File: config.mk
export PLATFORM = sky130hd
export DESIGN_NAME = makehint_top
export DESIGN_NICKNAME = d
export VERILOG_FILES = /design/src/mh_pkg.sv /design/src/hint_gen.sv /design/src/hint_index_packer.sv /design/src/makehint_ctrl.sv /design/src/makehint_regs.sv /design/src/makehint_top.sv
export SDC_FILE = /design/constraint.sdc
export NUM_CORES = 1
export LEC_CHECK = 0
export ABC_CLOCK_PERIOD_IN_PS = 10120
export BUFFER_PORTS_ARGS = -buffer_cell sky130_fd_sc_hd__buf_4
export CAP_MARGIN = 0
export CORE_MARGIN = 3
export CORE_UTILIZATION = 45
export CTS_BUF_LIST = sky130_fd_sc_hd__clkbuf_2
export DETAILED_ROUTE_END_ITERATION = 6
export PLACE_DENSITY = 0.73
export SYNTH_ARGS = -nofsm -noshare
export SYNTH_HDL_FRONTEND = slang
export SYNTH_SLANG_ARGS = --single-unit
File: constraint.sdc
create_clock -name clk -period 10.12 [get_ports clk]
set_input_delay 0.506 -clock clk [delete_from_list [all_inputs] [get_ports clk]]
set_output_delay 0.506 -clock clk [all_outputs]
set_load 0.02 [all_outputs]
File: src/mh_pkg.sv
`default_nettype none

package mh_pkg;

    // --------------------------------------------------
    // Sizes of the ML-DSA-87 hint component
    // --------------------------------------------------

    // Polynomials and coefficients per polynomial
    localparam int mlk = 8;
    localparam int mln = 256;
    localparam int coeff_w = 23;

    // Largest number of hints a valid signature may carry
    localparam int omega = 75;

    // Low-bits band limit and the full band width (2 * gamma2)
    localparam int gamma2 = 261888;
    localparam int alpha = 523776;

    // Memory and register address width
    localparam int addr_w = 10;

    // Four coefficients per memory word, so 64 reads cover one polynomial
    localparam int reads_per_poly = 64;

    // Dword layout of the 84-byte hint area.
    // Index bytes fill dwords 0 to 18, counts start at byte 75 inside dword 18
    localparam int count_dword = 18;
    localparam int h_dwords = 21;

    // Dwords needed to hold omega index bytes, the packer stops after these
    localparam int max_idx_dwords = 19;

    // --------------------------------------------------
    // Shared types
    // --------------------------------------------------

    typedef logic [addr_w-1:0] addr_t;

    // Byte 0 is the least significant byte of the dword
    typedef logic [3:0][7:0] dword_t;

    typedef logic [3:0][coeff_w-1:0] coeff_quad_t;

    // Read request to the coefficient and z flag memories
    typedef struct packed {
        logic  rd_en;
        addr_t addr;
    } mem_req_t;

    // One register write per cycle, always accepted
    typedef struct packed {
        logic       wr_en;
        addr_t      addr;
        logic [3:0] strb;
        dword_t     data;
    } reg_wr_t;

    // Controller sequence
    typedef enum logic [3:0] {
        mh_idle,
        mh_read,
        mh_drain1,
        mh_drain2,
        mh_flush,
        mh_zero_fill,
        mh_cnt0,
        mh_cnt1,
        mh_cnt2
    } mh_state_e;

endpackage

`default_nettype wire

File: src/hint_gen.sv
`timescale 1ns/1ps
`default_nettype none

module hint_gen (
    input  wire                        clk,
    input  wire                        reset_n,
    input  wire                        zeroize,
    input  wire                        enable,
    input  wire [mh_pkg::coeff_w-1:0]  coeff,
    input  wire                        z_flag,
    output logic                       hint
);

    // Band estimate taken from the top four bits of the coefficient
    logic [3:0]                 band;
    logic [mh_pkg::coeff_w-1:0] rem_est;
    logic [mh_pkg::coeff_w-1:0] rem;

    // Dividing by 2^19 instead of alpha can only undershoot the true
    // quotient, and by at most one for any 23-bit input
    assign band = coeff[mh_pkg::coeff_w-1 -: 4];

    assign rem_est = coeff - mh_pkg::coeff_w'(band * mh_pkg::alpha);

    // One correcting subtraction brings the remainder into [0, alpha)
    assign rem = (rem_est >= mh_pkg::coeff_w'(mh_pkg::alpha)) ?
                 rem_est - mh_pkg::coeff_w'(mh_pkg::alpha) : rem_est;

    // Hint is only ever high for one cycle per enabled coefficient
    always_ff @(posedge clk or negedge reset_n) begin
        if (!reset_n) begin
            hint <= 1'b0;
        end else if (zeroize) begin
            hint <= 1'b0;
        end else if (enable) begin
            hint <= z_flag && (rem > mh_pkg::coeff_w'(mh_pkg::gamma2));
        end else begin
            hint <= 1'b0;
        end
    end

endmodule

`default_nettype wire

File: src/hint_index_packer.sv
`timescale 1ns/1ps
`default_nettype none

module hint_index_packer (
    input  wire                   clk,
    input  wire                   reset_n,
    input  wire                   clear,
    input  wire  [3:0]            hint_valid,
    input  wire  [3:0][7:0]       index,
    input  wire                   flush,
    output logic                  word_valid,
    output mh_pkg::dword_t        word
);

    // Bytes left over after an emit, never more than three
    logic [2:0][7:0] hold;
    logic [1:0]      hold_cnt;

    // Held bytes with this cycle's valid bytes appended, up to seven
    logic [6:0][7:0] window;
    logic [2:0]      fill;

    // Dwords produced so far in this run
    logic [$clog2(mh_pkg::max_idx_dwords+1)-1:0] emitted;

    logic cap_hit;

    assign cap_hit = (emitted >= mh_pkg::max_idx_dwords);

    // --------------------------------------------------
    // Compaction of the valid lanes
    // --------------------------------------------------

    // Bytes above fill stay zero, which gives the padding on a flush
    always_comb begin
        window = '0;
        window[2:0] = hold;
        fill = {1'b0, hold_cnt};
        for (int i = 0; i < 4; i++) begin
            if (hint_valid[i]) begin
                window[fill] = index[i];
                fill = fill + 3'd1;
            end
        end
    end

    // --------------------------------------------------
    // Holding register and emit control
    // --------------------------------------------------

    always_ff @(posedge clk or negedge reset_n) begin
        if (!reset_n) begin
            hold       <= '0;
            hold_cnt   <= '0;
            word_valid <= 1'b0;
            emitted    <= '0;
        end else if (clear) begin
            hold       <= '0;
            hold_cnt   <= '0;
            word_valid <= 1'b0;
            emitted    <= '0;
        end else begin
            word_valid <= 1'b0;
            if (flush) begin
                // The controller only flushes once the hint pipeline is empty,
                // so at most three bytes are waiting here
                hold     <= '0;
                hold_cnt <= '0;
                if (fill != 3'd0 && !cap_hit) begin
                    word_valid <= 1'b1;
                    emitted    <= emitted + 1'b1;
                end
            end else if (fill >= 3'd4) begin
                hold     <= window[6:4];
                hold_cnt <= 2'(fill - 3'd4);
                // Past the cap the bytes are still consumed but never written
                if (!cap_hit) begin
                    word_valid <= 1'b1;
                    emitted    <= emitted + 1'b1;
                end
            end else begin
                hold     <= window[2:0];
                hold_cnt <= fill[1:0];
            end
        end
    end

    // Only meaningful while word_valid is high
    always_ff @(posedge clk) begin
        if (flush || fill >= 3'd4) begin
            word <= window[3:0];
        end
    end

endmodule

`default_nettype wire

File: src/makehint_ctrl.sv
`timescale 1ns/1ps
`default_nettype none

module makehint_ctrl (
    input  wire                   clk,
    input  wire                   reset_n,
    input  wire                   zeroize,
    input  wire                   start,
    input  wire                   busy,
    input  wire  mh_pkg::addr_t   mem_base,
    input  wire  mh_pkg::addr_t   dest_base,
    input  wire  [3:0]            hint,
    input  wire                   word_valid,
    input  wire  mh_pkg::dword_t  word,
    output mh_pkg::mem_req_t      mem_req,
    output logic                  hint_enable,
    output logic [3:0][7:0]       index,
    output logic                  pack_flush,
    output logic                  pack_clear,
    output mh_pkg::reg_wr_t       reg_wr,
    output logic [7:0]            hint_total,
    output logic                  run_end
);

    mh_pkg::mh_state_e state;
    mh_pkg::mh_state_e state_nxt;

    logic start_ok;

    // Read position, polynomial above read index within the polynomial
    logic [$clog2(mh_pkg::mlk)-1:0]            poly_cnt;
    logic [$clog2(mh_pkg::reads_per_poly)-1:0] rd_idx;
    logic                                      last_read;

    // Read index and polynomial end delayed to line up with the hints
    logic [$clog2(mh_pkg::reads_per_poly)-1:0] idx_d1;
    logic [$clog2(mh_pkg::reads_per_poly)-1:0] idx_d2;
    logic                                      poly_end_d1;
    logic                                      poly_end_d2;

    logic [2:0] hint_sum;
    logic [8:0] total_sum;
    logic [7:0] hint_total_nxt;

    // Cumulative total after each polynomial, entry 0 is polynomial 0
    logic [mh_pkg::mlk-1:0][7:0] count_buf;

    // Offset of the next index or zero-fill write, and of the current write
    logic [4:0] wr_offset;
    logic [4:0] wr_off;

    logic word_wr;
    logic zero_wr;
    logic cnt_wr;

    assign start_ok  = start && !busy;
    assign last_read = (state == mh_pkg::mh_read) &&
                       (rd_idx == mh_pkg::reads_per_poly - 1) &&
                       (poly_cnt == mh_pkg::mlk - 1);

    // --------------------------------------------------
    // Sequencer
    // --------------------------------------------------

    always_ff @(posedge clk or negedge reset_n) begin
        if (!reset_n) begin
            state <= mh_pkg::mh_idle;
        end else if (zeroize) begin
            state <= mh_pkg::mh_idle;
        end else begin
            state <= state_nxt;
        end
    end

    always_comb begin
        state_nxt = state;
        case (state)
            mh_pkg::mh_idle:    if (start_ok) state_nxt = mh_pkg::mh_read;
            mh_pkg::mh_read:    if (last_read) state_nxt = mh_pkg::mh_drain1;
            // Two cycles for the memory and hint stages to empty
            mh_pkg::mh_drain1:  state_nxt = mh_pkg::mh_drain2;
            mh_pkg::mh_drain2:  state_nxt = mh_pkg::mh_flush;
            mh_pkg::mh_flush:   state_nxt = mh_pkg::mh_zero_fill;
            // The flushed dword can still arrive in the first fill cycle
            mh_pkg::mh_zero_fill: begin
                if (!word_valid && wr_offset >= mh_pkg::count_dword - 1) begin
                    state_nxt = mh_pkg::mh_cnt0;
                end
            end
            mh_pkg::mh_cnt0:    state_nxt = mh_pkg::mh_cnt1;
            mh_pkg::mh_cnt1:    state_nxt = mh_pkg::mh_cnt2;
            mh_pkg::mh_cnt2:    state_nxt = mh_pkg::mh_idle;
            default:            state_nxt = mh_pkg::mh_idle;
        endcase
    end

    // All eight polynomials are read back to back as one 512-read sweep
    always_ff @(posedge clk or negedge reset_n) begin
        if (!reset_n) begin
            poly_cnt <= '0;
            rd_idx   <= '0;
        end else if (zeroize || start_ok) begin
            poly_cnt <= '0;
            rd_idx   <= '0;
        end else if (state == mh_pkg::mh_read) begin
            {poly_cnt, rd_idx} <= {poly_cnt, rd_idx} + 1'b1;
        end
    end

    assign mem_req.rd_en = (state == mh_pkg::mh_read);
    assign mem_req.addr  = mem_base + mh_pkg::addr_t'({poly_cnt, rd_idx});

    // --------------------------------------------------
    // Hint alignment and counting
    // --------------------------------------------------

    // Read data lands one cycle after the request, hints one cycle later
    always_ff @(posedge clk or negedge reset_n) begin
        if (!reset_n) begin
            hint_enable <= 1'b0;
            poly_end_d1 <= 1'b0;
            poly_end_d2 <= 1'b0;
        end else if (zeroize) begin
            hint_enable <= 1'b0;
            poly_end_d1 <= 1'b0;
            poly_end_d2 <= 1'b0;
        end else begin
            hint_enable <= (state == mh_pkg::mh_read);
            poly_end_d1 <= (state == mh_pkg::mh_read) &&
                           (rd_idx == mh_pkg::reads_per_poly - 1);
            poly_end_d2 <= poly_end_d1;
        end
    end

    always_ff @(posedge clk) begin
        idx_d1 <= rd_idx;
        idx_d2 <= idx_d1;
    end

    // Four consecutive coefficient indices, wrapping at 256 per polynomial
    always_comb begin
        for (int i = 0; i < 4; i++) begin
            index[i] = {idx_d2, 2'b00} + 8'(i);
        end
    end

    assign hint_sum  = 3'(hint[0]) + 3'(hint[1]) + 3'(hint[2]) + 3'(hint[3]);
    assign total_sum = 9'(hint_total) + 9'(hint_sum);

    // Saturates at 255 so the omega check never wraps
    assign hint_total_nxt = total_sum[8] ? 8'hff : total_sum[7:0];

    always_ff @(posedge clk or negedge reset_n) begin
        if (!reset_n) begin
            hint_total <= '0;
        end else if (zeroize || start_ok) begin
            hint_total <= '0;
        end else begin
            hint_total <= hint_total_nxt;
        end
    end

    // The last hints of a polynomial arrive together with poly_end_d2
    always_ff @(posedge clk) begin
        if (poly_end_d2) begin
            count_buf <= {hint_total_nxt, count_buf[mh_pkg::mlk-1:1]};
        end
    end

    // --------------------------------------------------
    // Register writes
    // --------------------------------------------------

    assign word_wr = word_valid;
    assign zero_wr = (state == mh_pkg::mh_zero_fill) && !word_valid &&
                     (wr_offset < mh_pkg::count_dword);
    assign cnt_wr  = (state == mh_pkg::mh_cnt0) || (state == mh_pkg::mh_cnt1) ||
                     (state == mh_pkg::mh_cnt2);

    always_ff @(posedge clk or negedge reset_n) begin
        if (!reset_n) begin
            wr_offset <= '0;
        end else if (zeroize || start_ok) begin
            wr_offset <= '0;
        end else if (word_wr || zero_wr) begin
            wr_offset <= wr_offset + 5'd1;
        end
    end

    always_comb begin
        wr_off      = wr_offset;
        reg_wr.strb = 4'b1111;
        reg_wr.data = word_valid ? word : '0;
        case (state)
            // Byte 75 only, bytes 72 to 74 keep their index values
            mh_pkg::mh_cnt0: begin
                wr_off      = 5'(mh_pkg::count_dword);
                reg_wr.strb = 4'b1000;
                reg_wr.data = {count_buf[0], 24'h0};
            end
            mh_pkg::mh_cnt1: begin
                wr_off      = 5'(mh_pkg::count_dword + 1);
                reg_wr.data = count_buf[4:1];
            end
            // Byte 83 is always zero
            mh_pkg::mh_cnt2: begin
                wr_off      = 5'(mh_pkg::count_dword + 2);
                reg_wr.data = {8'h0, count_buf[7:5]};
            end
            default: begin
            end
        endcase
        reg_wr.wr_en = word_wr || zero_wr || cnt_wr;
        reg_wr.addr  = dest_base + mh_pkg::addr_t'(wr_off);
    end

    assign pack_flush = (state == mh_pkg::mh_flush);
    assign pack_clear = zeroize || start_ok;
    assign run_end    = (state == mh_pkg::mh_cnt2);

endmodule

`default_nettype wire

File: src/makehint_regs.sv
`timescale 1ns/1ps
`default_nettype none

module makehint_regs (
    input  wire                  clk,
    input  wire                  reset_n,
    input  wire                  zeroize,
    input  wire                  start,
    input  wire                  run_end,
    input  wire  mh_pkg::addr_t  mem_base_addr,
    input  wire  mh_pkg::addr_t  dest_base_addr,
    input  wire  [7:0]           hint_total,
    output mh_pkg::addr_t        mem_base,
    output mh_pkg::addr_t        dest_base,
    output logic                 busy,
    output logic                 invalid_h,
    output logic                 done
);

    // A start while a run is in progress has no effect
    logic start_ok;

    assign start_ok = start && !busy;

    // --------------------------------------------------
    // Run status and sticky invalid flag
    // --------------------------------------------------

    always_ff @(posedge clk or negedge reset_n) begin
        if (!reset_n) begin
            busy      <= 1'b0;
            invalid_h <= 1'b0;
            done      <= 1'b0;
        end else if (zeroize) begin
            busy      <= 1'b0;
            invalid_h <= 1'b0;
            done      <= 1'b0;
        end else begin
            // done follows the last count write by one cycle
            done <= run_end;
            if (start_ok) begin
                busy      <= 1'b1;
                invalid_h <= 1'b0;
            end else begin
                if (run_end) begin
                    busy <= 1'b0;
                end
                // Stays set after the run so software can still see it
                if (hint_total > mh_pkg::omega) begin
                    invalid_h <= 1'b1;
                end
            end
        end
    end

    // Bases are held for the whole run
    always_ff @(posedge clk or negedge reset_n) begin
        if (!reset_n) begin
            mem_base  <= '0;
            dest_base <= '0;
        end else if (start_ok) begin
            mem_base  <= mem_base_addr;
            dest_base <= dest_base_addr;
        end
    end

endmodule

`default_nettype wire

File: src/makehint_top.sv
`timescale 1ns/1ps
`default_nettype none

module makehint_top (
    input  wire                        clk,
    input  wire                        reset_n,
    input  wire                        zeroize,
    input  wire                        start,
    input  wire  mh_pkg::addr_t        mem_base_addr,
    input  wire  mh_pkg::addr_t        dest_base_addr,
    input  wire  mh_pkg::coeff_quad_t  r_data,
    input  wire  [3:0]                 z_flags,
    output mh_pkg::mem_req_t           mem_req,
    output mh_pkg::reg_wr_t            reg_wr,
    output logic                       done,
    output logic                       invalid_h
);

    // Register block to controller
    mh_pkg::addr_t mem_base;
    mh_pkg::addr_t dest_base;
    logic          busy;

    // Controller back to the register block
    logic       run_end;
    logic [7:0] hint_total;

    // Hint path
    logic            hint_enable;
    logic [3:0]      hint;
    logic [3:0][7:0] index;

    // Packer handshake
    logic           pack_flush;
    logic           pack_clear;
    logic           word_valid;
    mh_pkg::dword_t word;

    makehint_regs regs_inst (
        .clk            (clk),
        .reset_n        (reset_n),
        .zeroize        (zeroize),
        .start          (start),
        .run_end        (run_end),
        .mem_base_addr  (mem_base_addr),
        .dest_base_addr (dest_base_addr),
        .hint_total     (hint_total),
        .mem_base       (mem_base),
        .dest_base      (dest_base),
        .busy           (busy),
        .invalid_h      (invalid_h),
        .done           (done)
    );

    makehint_ctrl ctrl_inst (
        .clk         (clk),
        .reset_n     (reset_n),
        .zeroize     (zeroize),
        .start       (start),
        .busy        (busy),
        .mem_base    (mem_base),
        .dest_base   (dest_base),
        .hint        (hint),
        .word_valid  (word_valid),
        .word        (word),
        .mem_req     (mem_req),
        .hint_enable (hint_enable),
        .index       (index),
        .pack_flush  (pack_flush),
        .pack_clear  (pack_clear),
        .reg_wr      (reg_wr),
        .hint_total  (hint_total),
        .run_end     (run_end)
    );

    // One hint generator per coefficient lane of the memory word
    for (genvar i = 0; i < 4; i++) begin : g_hint
        hint_gen hint_gen_inst (
            .clk     (clk),
            .reset_n (reset_n),
            .zeroize (zeroize),
            .enable  (hint_enable),
            .coeff   (r_data[i]),
            .z_flag  (z_flags[i]),
            .hint    (hint[i])
        );
    end

    hint_index_packer packer_inst (
        .clk        (clk),
        .reset_n    (reset_n),
        .clear      (pack_clear),
        .hint_valid (hint),
        .index      (index),
        .flush      (pack_flush),
        .word_valid (word_valid),
        .word       (word)
    );

endmodule

`default_nettype wire

==> results.cfg, run 1 <==
[outcome]
outcome = finished clean

[setup_path]
slowest_stage = fa_1
reg2reg_depth = 16
startpoint_type = primary input
reg2reg_from = packer_inst.hold_cnt[0]
crit_fanout = 6
cp_common_cell = fa_1
crit_type = in -> reg
reg2reg_slack_ns = 5.11
cp.arrival_ns = 5.80
cp.required_ns = 10.80
crit_path_cell_trace = buf_4, fa_1, fa_1, ha_1, a21oi_1, o21bai_1, fa_1, xnor2_1, ha_1, a21o_1, a221o_1, a221oi_1, nor3_1, nor4_1, and3b_1, mux2i_1, o211ai_1, a31oi_1
r2r_end = packer_inst.emitted[3]
critPathMaxStageDelay_ns = 0.67
crit_path_end_kind = flip-flop

[drt]
drc = 0
avgRoutedWirePerCell_um = 15.9
ant_nets = 0
vias = 11900
vias_per_cell = 5.55
dr.pass1.iters = 7
first_iter_violations = 865
wirelength_um = 33900

[hold_path]
hp-start = r_data[31]
hold_path_depth = 5
min_path_type = in -> reg
hold-path-endpoint = g_hint[1].hint_gen_inst.hint

[timing]
hold_slack_ns = 0.166
fin_crit_ns = 5.11
setup_ws_ns = 5.01
finalClockSkew_ns = 0.0387
relSlewSlack_pct = 24.8
hold_viol = 0
fin_crit_sh_pct = 50.5
finalSetupTns_ns = 0
finalSetupViolCount = 0
worstMarginPinSlew_ns = 1.13
max_freq_mhz = 196
rsz0062_at_grt = no
slew_violations = 0

[place]
portBuffers = 178
place_inst = 2077
place_ws_ns = 4.21
dp_hpwl_um = 26100
place.gp.congestion = 0.910
place_area_sq_um = 16600

[synthesis]
synth.distinct_cells = 93
syn-instance-count = 1486
yosys_warnings = 0
synth_top_area_share_pct = 19.5
yosysMostFrequentCell = inv_1
ys.flop_type = edfxtp_1
yosysTopAreaCell = edfxtp_1
synth_seq_cells = 196
synth_edf_count = 96
seq_area_frac_synth_pct = 36.1
syn_area_per_cell_sq_um = 9.93
synth_area_sq_um = 14800
ys_top_cells_by_count = inv_1, ha_1, nor2_1
synth.area.top_cells = edfxtp_1, dfrtp_1, ha_1, fa_1, inv_1
syn_nets = 1784
synth_async_sr_flop_share_pct = 44.9

[layout]
final_nets = 1988
final_area_sq_um = 17200
final_cells = 2139
final_layout_size_suffix_gt1_share_pct = 17.6
areaGrowthSynthToFinish_pct = 16.2

[floorplanning]
dieArea_sq_um = 35000
die_x_um = 187
die_y_um = 187
coreArea_sq_um = 32000
rows = 65
initial_utilization_pct = 46.2
ios = 180

[pwr]
irDropWorstVdd_mv = 0.0813
power.density_nw_per_um2 = 181
leakage_nw = 7.90

[clock_tree]
numCtsBuffers = 17
cts.repair.resized = 0
cts_sinks = 196
cts_buffer_depth = 2
cts_max_level = 4
clock-root-buffer = clkbuf_2
clk_latency_ns = 0.76
path_clk_slew_ns = 0.27
cts_tree = yes

[grt]
antenna_found_initial = 1
overflow = 0
grt.total_usage_pct = 19.4
grt_max_degree = 75
first_global_vias = 12000
grt_pass1_wl_um = 57400

[flow_run]
max-cap-violations = 0
cells by family after synthesis:
logic type,Yosys count,share of synthesized area [%]
other,1,0.0254
DFF,196,36.1
muxes,53,3.97
xor gates and xnor gates,94,5.67
adders and majority gates,178,17.1
AOI/OAI and AO/OA,359,18.0
buffers and inverters,187,4.87
and+or+nand+nor,418,14.3
critical path: cells and delay by family:
kind | cells | cell delay, ns
AO/OA/AOI/OAI | 7 | 1.55
buffers and inverters | 1 | 0.14
XOR/XNOR | 1 | 0.14
multiplexers | 1 | 0.20
adder cells (fa/ha/maj) | 5 | 2.34
AND/OR/NAND/NOR | 3 | 0.93
metrics by stage:
step	util, %	total power [mW]
global placement	51.9	2.63
floorplan	-	2.30
detailed placement	51.9	2.68
global route	53.7	3.38
finish	53.7	3.11
CTS	53.7	3.11
what timing repair did:
| item | in CTS | in global routing |
|---|---|---|
| setup buffers | 0 | 0 |
| endpoints found under the setup margin | 0 | 0 |
| endpoints found under the hold margin | 46 | 0 |
| hold buffers | 29 | 0 |
how the worst max path moves through the flow:
stage                                  from                      endpoint  depth (start not counted)
global placement                 r_data[43]  g_hint[1].hint_gen_inst.hint                         20
global route        packer_inst.hold_cnt[0]        packer_inst.emitted[2]                         16
finish                           r_data[43]  g_hint[1].hint_gen_inst.hint                         18
detailed placement               r_data[43]  g_hint[1].hint_gen_inst.hint                         18
CTS                              r_data[43]  g_hint[1].hint_gen_inst.hint                         18
floorplan                        r_data[89]  g_hint[3].hint_gen_inst.hint                         19
cell type report:
type | count | area, sq um
multi-input combinational | 1103 | 8720
inverter | 154 | 578
tap | 435 | 544
clock buffer | 17 | 85.1
antenna | 1 | 2.50
fill | 2820 | 14800
sequential | 196 | 5330
timing repair buffer | 218 | 1710
clock inverter | 15 | 186
cell usage in the layout (no fill, tap or decap), drive strengths merged, types with 23 or more instances in the layout:
master,n
buf,189
inv,160
ha,138
nor2,138
edfxtp,96
a21oi,90
dfrtp,88
nand2,82
xnor2,60
mux2,44
fa,40
xor2,33
a222oi,32
o21ai,31
dlygate4sd3,29
nor2b,29
a21o,28
nor3,28
a22oi,25
nand4,24
o21a,23
power breakdown:
part / leakage (nW) / switching (mW) / internal (mW)
logic: 5.61 / 1.02 / 0.769
registers: 2.13 / 0.0365 / 0.871
clock network: 0.155 / 0.289 / 0.126
total: 7.90 / 1.34 / 1.77
state kept, by name, indices dropped and copies added (netlist names):
signal / count
regs_inst.dest_base: 10
ctrl_inst.hint_total: 8
ctrl_inst.hint_enable: 1
regs_inst.invalid_h: 1
packer_inst.hold_cnt: 2
packer_inst.word_valid: 1
ctrl_inst.poly_end_d1: 1
ctrl_inst.poly_cnt: 3
ctrl_inst.idx_d1: 6
ctrl_inst.wr_offset: 5
ctrl_inst.poly_end_d2: 1
packer_inst.word: 32
ctrl_inst.count_buf: 64
g_hint.hint_gen_inst.hint: 4
regs_inst.mem_base: 10
ctrl_inst.idx_d2: 6
packer_inst.hold: 24
ctrl_inst.rd_idx: 6
ctrl_inst.state: 4
regs_inst.done: 1
regs_inst.busy: 1
packer_inst.emitted: 5
metal layers:
metal  track usage, %  routed length, um  up-vias
li1                 -                  -     5859
met1             25.8              15400     5685
met2             34.1              16800      296
met3             2.72               1440       24
met4             3.40                281        0
met5                0                  0        -
Note: power is estimated with default switching activity, not from simulation.
==> run 2: changes to the inputs <==
--- a/config.mk
+++ b/config.mk
@@ -5,14 +5,15 @@
 export SDC_FILE = /design/constraint.sdc
 export NUM_CORES = 1
 export LEC_CHECK = 0
-export ABC_CLOCK_PERIOD_IN_PS = 10120
+export ABC_AREA = 1
+export ABC_CLOCK_PERIOD_IN_PS = 4400
 export BUFFER_PORTS_ARGS = -buffer_cell sky130_fd_sc_hd__buf_4
 export CAP_MARGIN = 0
 export CORE_MARGIN = 3
 export CORE_UTILIZATION = 45
 export CTS_BUF_LIST = sky130_fd_sc_hd__clkbuf_2
 export DETAILED_ROUTE_END_ITERATION = 6
-export PLACE_DENSITY = 0.73
+export PLACE_DENSITY = 0.75
 export SYNTH_ARGS = -nofsm -noshare
 export SYNTH_HDL_FRONTEND = slang
 export SYNTH_SLANG_ARGS = --single-unit
==> constraint.sdc (replaced) <==
create_clock -name clk -period 4.4 [get_ports clk]
set_input_delay 0.22 -clock clk [delete_from_list [all_inputs] [get_ports clk]]
set_output_delay 0.22 -clock clk [all_outputs]
set_load 0.02 [all_outputs]
==> run 2 against run 1 <==
  * Worst setup slack lost 4.8 ns
  * Combinational power grew to 3.4 times the previous value
  * Final cell count grew 44%
  * Global-route usage grew 2.0 points
  * Sequential share of layout area shrank 4.5 points
  * Clock-buffer cell count grew 3
  * Sequential power grew 130%
  * Clock skew shrank 0.019 ns
  * Clock power grew 95%
  * Largest cell class unchanged
  * Largest power group unchanged
  * Highest routed layer unchanged
==> results.cfg, run 2 <==
[place]
dp_hpwl_um = 32400
place.gp.congestion = 0.938
place_ws_ns = -0.439
portBuffers = 178

[synthesis]
yosysMostFrequentCell = nand2_1
yosys_warnings = 0
yosysTopAreaCell = edfxtp_1
synth_mux_area_share_pct = 0
synth_simple_gate_area_share_pct = 31.7
synth_top_area_share_pct = 17.8
synth_edf_count = 96
synth_top_family_by_area = simple AND/OR/NAND/NOR gates
synth_xor_area_share_pct = 3.04
synth.distinct_cells = 53
syn_nets = 2540
ys_top_cells_by_count = nand2_1, inv_1, nor2_1
synth.area.top_cells = edfxtp_1, nand2_1, dfrtp_1, ha_1, inv_1
syn_area_per_cell_sq_um = 7.24
synth_area_sq_um = 16200
ys.flop_type = edfxtp_1
synth_fa_ha_area_share_pct = 15.6
syn-instance-count = 2242
synth-compound-area-share_pct = 7.50
synth_async_sr_flop_share_pct = 44.9
seq_area_frac_synth_pct = 32.8
synth_seq_cells = 196

[clock_tree]
cts_max_level = 4
cts_buffer_depth = 2
clk_latency_ns = 0.76
numCtsBuffers = 17
cts_tree = yes
cts_sinks = 196
path_clk_slew_ns = 0.26
clock-root-buffer = clkbuf_2

[setup_path]
crit_path_end_kind = flip-flop
cp.required_ns = 5.09
r2r_end = packer_inst.hold[1]
critPathMaxStageDelay_ns = 0.62
cp.arrival_ns = 4.90
reg2reg_from = packer_inst.hold_cnt[0]
crit_end = g_hint[0].hint_gen_inst.hint
crit_type = in -> reg
startpoint_type = primary input
cp.depth = 29
critPathTopFamily = adder cells
reg2reg_slack_ns = 0.73
cp_common_cell = nand2_1
reg2reg_depth = 17
path_buf_inv = 9
crit_path_start = r_data[22]
slowest_stage = fa_2
crit_fanout = 4

[drt]
drc = 0
ant_nets = 0
vias_per_cell = 5.06
vias = 15600
wirelength_um = 41100
avgRoutedWirePerCell_um = 13.3
first_iter_violations = 947
dr.pass1.iters = 6

[grt]
overflow = 0
grt.total_usage_pct = 21.3
grt_max_degree = 65
grt_pass1_wl_um = 70000
antenna_found_initial = 1
first_global_vias = 15200

[floorplanning]
initial_utilization_pct = 46.3
ios = 180
die_y_um = 196
coreArea_sq_um = 35100
die_x_um = 196
rows = 68
dieArea_sq_um = 38400

[timing]
finalSetupTns_ns = 0
setup_ws_ns = 0.184
worstMarginPinSlew_ns = 0.817
max_freq_mhz = 237
relSlewSlack_pct = 45.5
slew_violations = 0
hold_slack_ns = 0.0607
hold_viol = 0
fin_crit_ns = 4.22
rsz0062_at_grt = yes
fin_crit_sh_pct = 95.8
finalClockSkew_ns = 0.0201
finalSetupViolCount = 0

[layout]
areaGrowthSynthToFinish_pct = 23.3
largest_reg_flops = 64
reg_top3 = ctrl_inst.count_buf: 64 flops, packer_inst.word: 32 flops, packer_inst.hold: 24 flops
top_register = ctrl_inst.count_buf
final_common_cell = nand2_1
final_layout_size_suffix_gt1_share_pct = 17.0
fillCellCount = 3159
multi_input_area_sq_um = 9560
final_util_pct = 57.1
seq_area_sq_um = 5330
final_nets = 2907
final_cell_mix = nand2_1, inv_1, buf_4

[pwr]
seqPwrFrac_pct = 23.2
leakage_nw = 10.5
power.density_nw_per_um2 = 451
combPwrFrac_pct = 67.9
irDropWorstVdd_mv = 0.273
p_sw_mw = 4.19
internal_power_mw = 4.85
p_clk_share_pct = 8.9
switching_share_pct = 46.4
p_total_mw = 9.04

[flow_run]
max-cap-violations = 0

[outcome]
outcome = finished clean

[hold_path]
min_path_type = in -> reg
## run 2: cell count changes after synthesis, moves of 27 or more
cell and delta:
mux2_2 -44, nand4_1 +34, nor2b_1 -27, nor2_1 +70, nand2_1 +585, inv_1 +195
a222oi_1 -32, xnor2_1 -41, o21ai_0 +35, nand3_1 +158
## run 2: what timing repair did
action | 4_1_cts | 5_1_grt
hold buffers | 51 | 1
setup buffers | 0 | 1
endpoints found under the hold margin | 105 | 2
resized for setup | 0 | 39
setup endpoints to repair | 0 | 2
## run 2: layout make-up
cell class                      count  share of cell area [%]
Multi-Input combinational cell   1653                    47.7
Sequential cell                   196                    26.6
Inverter                          358                    6.71
Timing Repair Buffer              383                    15.1
Antenna cell                        1                  0.0125
Clock buffer                       20                   0.500
Clock inverter                     12                   0.531
Tap cell                          455                    2.84
## run 2: worst min path at each step
stage,slack (ns),depth (start not counted),startpoint,endpoint
after floorplan,-0.08,0,reset_n,ctrl_inst.hint_enable
after global placement,0.31,0,ctrl_inst.idx_d1[5],ctrl_inst.idx_d2[5]
after detailed placement,0.31,0,ctrl_inst.idx_d1[5],ctrl_inst.idx_d2[5]
after CTS,0.006,2,reset_n,regs_inst.done
after global routing,0.05,5,start,regs_inst.dest_base[5]
final,0.06,7,start,ctrl_inst.hint_total[3]
## run 2: cells by family (layout without fill, tap and decap cells)
logic type / Yosys count / after routing
other: 1 / 2
and+or+nand+nor: 1198 / 1198
AOI/OAI and AO/OA: 226 / 226
buffers and inverters: 393 / 773
DFF: 196 / 196
adders and majority gates: 178 / 178
xor gates and xnor gates: 50 / 50
## run 2: power by group through the flow
stage | sequential [mW] | clock, mW | combinational (mW)
2_1_floorplan | 2.11 | 0 | 3.90
3_3_place_gp | 2.12 | 0 | 5.75
3_5_place_dp | 2.13 | 0 | 5.89
4_1_cts | 2.09 | 0.835 | 5.95
5_1_grt | 2.11 | 0.912 | 6.99
6_report | 2.09 | 0.808 | 6.14
## run 2: routing by layer
layer | global-route usage [%] | share of wire, %
met1 | 28.4 | 45
met2 | 37.6 | 49
met3 | 2.27 | 4.8
met4 | 4.81 | 1.4
met5 | 0 | 0
## run 2: tightest hold or removal path: stages
cell and delay, ns:
buf_4 0.08, inv_1 0.03, nor2_1 0.11, nor2_1 0.06, buf_4 0.20, nand2_1 0.08
inv_1 0.03
## run 2: through the flow
stage / area (sq um) / std cells
floorplan: 16300 / 2242
global placement: 19100 / 2992
detailed placement: 19100 / 2992
CTS: 19900 / 3075
global route: 20000 / 3078
finish: 20000 / 3078
==> run 3: changes to the inputs <==
--- a/config.mk
+++ b/config.mk
@@ -5,7 +5,6 @@
 export SDC_FILE = /design/constraint.sdc
 export NUM_CORES = 1
 export LEC_CHECK = 0
-export ABC_AREA = 1
 export ABC_CLOCK_PERIOD_IN_PS = 4400
 export BUFFER_PORTS_ARGS = -buffer_cell sky130_fd_sc_hd__buf_4
 export CAP_MARGIN = 0
@@ -13,7 +12,7 @@
 export CORE_UTILIZATION = 45
 export CTS_BUF_LIST = sky130_fd_sc_hd__clkbuf_2
 export DETAILED_ROUTE_END_ITERATION = 6
-export PLACE_DENSITY = 0.75
+export PLACE_DENSITY = 0.76
 export SYNTH_ARGS = -nofsm -noshare
 export SYNTH_HDL_FRONTEND = slang
 export SYNTH_SLANG_ARGS = --single-unit
==> run 3 against run 2 <==
  * The run now ends with DRC left
  * Global-route usage down 0.48 points
  * Register-to-register slack worse by 0.40 ns
  * Critical path depth down 9
  * Die area shrank 8.9%
  * Fmax is 3.5% lower
  * Wire length fell by 10%
  * Worst setup slack got worse by 0.15 ns
  * Power shrank 3.0%
  * Clock-buffer cell count down 3
  * First-iteration DRC count shrank 17%
  * Clock power is 19% higher
  * Critical endpoint unchanged
  * Combinational power down 6.8%
==> results.cfg, run 3 (same netlist as run 1, synthesis figures left out) <==
[clock_tree]
cts_sinks = 196
clk_latency_ns = 0.80
cts_tree = yes
cts_max_level = 4
clock-root-buffer = clkbuf_2
cts_buffer_depth = 2
path_clk_slew_ns = 0.28
numCtsBuffers = 17

[grt]
first_global_vias = 13200
grt.total_usage_pct = 20.9
grt_max_degree = 65
overflow = 0
grt_pass1_wl_um = 61900
antenna_found_initial = 1

[floorplanning]
die_y_um = 187
initial_utilization_pct = 46.2
coreArea_sq_um = 32000
ios = 180
dieArea_sq_um = 35000
rows = 65
die_x_um = 187

[timing]
max_freq_mhz = 229
finalSetupTns_ns = 0
fin_crit_sh_pct = 99.3
hold_viol = 0
slew_violations = 0
finalSetupViolCount = 0
finalClockSkew_ns = 0.0441
setup_ws_ns = 0.0321
fin_crit_ns = 4.37
relSlewSlack_pct = 25.9
hold_slack_ns = 0.0963
worstMarginPinSlew_ns = 1.11
rsz0062_at_grt = yes

[hold_path]
min_path_type = in -> reg

[layout]
top_register = ctrl_inst.count_buf
final_layout_size_suffix_gt1_share_pct = 29.9
largest_reg_flops = 64
final_cell_mix = buf_4, inv_1, nor2_1
fillCellCount = 2623
reg_top3 = ctrl_inst.count_buf: 64 flops, packer_inst.word: 32 flops, packer_inst.hold: 24 flops
final_nets = 2199
areaGrowthSynthToFinish_pct = 29.4
final_common_cell = buf_4

[drt]
first_iter_violations = 789
vias_per_cell = 5.41
ant_nets = 0
wirelength_um = 36900
drc = 6
avgRoutedWirePerCell_um = 15.7
dr.pass1.iters = 7
vias = 12700

[outcome]
outcome = finished with violations
violations = DRC

[setup_path]
crit_path_end_kind = flip-flop
cp.required_ns = 5.10
crit_fanout = 5
startpoint_type = primary input
cp.arrival_ns = 5.07
crit_type = in -> reg

[pwr]
irDropWorstVdd_mv = 0.380
power.density_nw_per_um2 = 459
leakage_nw = 8.95

[place]
portBuffers = 178
place.gp.congestion = 0.868
dp_hpwl_um = 28600
place_ws_ns = -0.826

[flow_run]
max-cap-violations = 0
==> run 3: cell count changes in the layout (fill, tap and decap cells not counted), moves of 39 or more <==
cell	previous run	this run
buf_4	329	394
nand3_1	179	22
nand2_1	661	81
nor2_1	200	134
mux2_2	0	44
xnor2_1	19	58
inv_1	345	149
==> run 3: worst max-delay path, cell delays in order <==
cell,delay [ns]
buf_4,0.12
fa_2,0.63
fa_1,0.44
ha_1,0.30
a21o_1,0.17
a21oi_2,0.14
inv_1,0.07
fa_1,0.47
inv_1,0.04
ha_2,0.17
or3_1,0.46
nor2_1,0.18
a21oi_1,0.09
o32a_1,0.34
a221oi_2,0.31
o311ai_2,0.17
buf_4,0.17
nor4_2,0.24
o211ai_1,0.13
o22ai_1,0.20
==> run 3: final timing paths <==
kind	from	endpoint	slack [ns]	cells past startpoint
worst max-delay path	r_data[22]	g_hint[0].hint_gen_inst.hint	0.03	20
worst min-delay path	start	regs_inst.mem_base[1]	0.1	5
worst max register to register	packer_inst.hold_cnt[1]	packer_inst.hold[19]	0.33	18
worst min register to register	ctrl_inst.idx_d1[0]	ctrl_inst.idx_d2[0]	0.35	0
max in group asynchronous	reset_n	ctrl_inst.state[3]	3.40	4
min in group asynchronous	reset_n	packer_inst.hold[2]	0.33	3
==> run 3: power by group <==
group / total, mW / switching, mW / internal, mW
Sequential: 2.08 / 0.0810 / 2.00
Combinational: 5.72 / 2.78 / 2.94
Clock: 0.959 / 0.670 / 0.288
Total: 8.76 / 3.53 / 5.23
==> run 3: through the flow <==
step / instances / utilization (%) / total power, mW / area (sq um)
final: 2350 / 59.8 / 8.76 / 19100
after floorplan: 1486 / - / 5.54 / 15000
after detailed placement: 2281 / 57.5 / 7.70 / 18400
after CTS: 2348 / 59.5 / 8.70 / 19000
after global routing: 2350 / 59.8 / 9.47 / 19100
after global placement: 2281 / 57.5 / 7.51 / 18400
==> run 3: cell type report <==
class,count,area (sq um),share of cell area (%)
multi-input cells,1103,9050,47.4
flip-flops and latches,196,5330,27.9
repair buffers,429,3330,17.4
inverters,154,578,3.03
well taps,435,544,2.85
clock inverters,15,185,0.969
clock buffers,17,85.1,0.445
diodes,1,2.50,0.0131
==> run 3: metal layers <==
layer,wire length [um],vias to the layer above,GRT usage (%)
met5,0,-,0
met4,659,0,4.83
met3,1240,54,2.70
met2,18800,274,37.3
met1,16200,6113,26.9
li1,-,6279,-
==> run 3: repair_timing <==
| action | in CTS | in global routing |
|---|---|---|
| resized for setup | 0 | 20 |
| hold buffers | 35 | 0 |
| hold endpoints to repair | 92 | 0 |
| setup buffers | 0 | 1 |
| setup endpoints to repair | 0 | 19 |
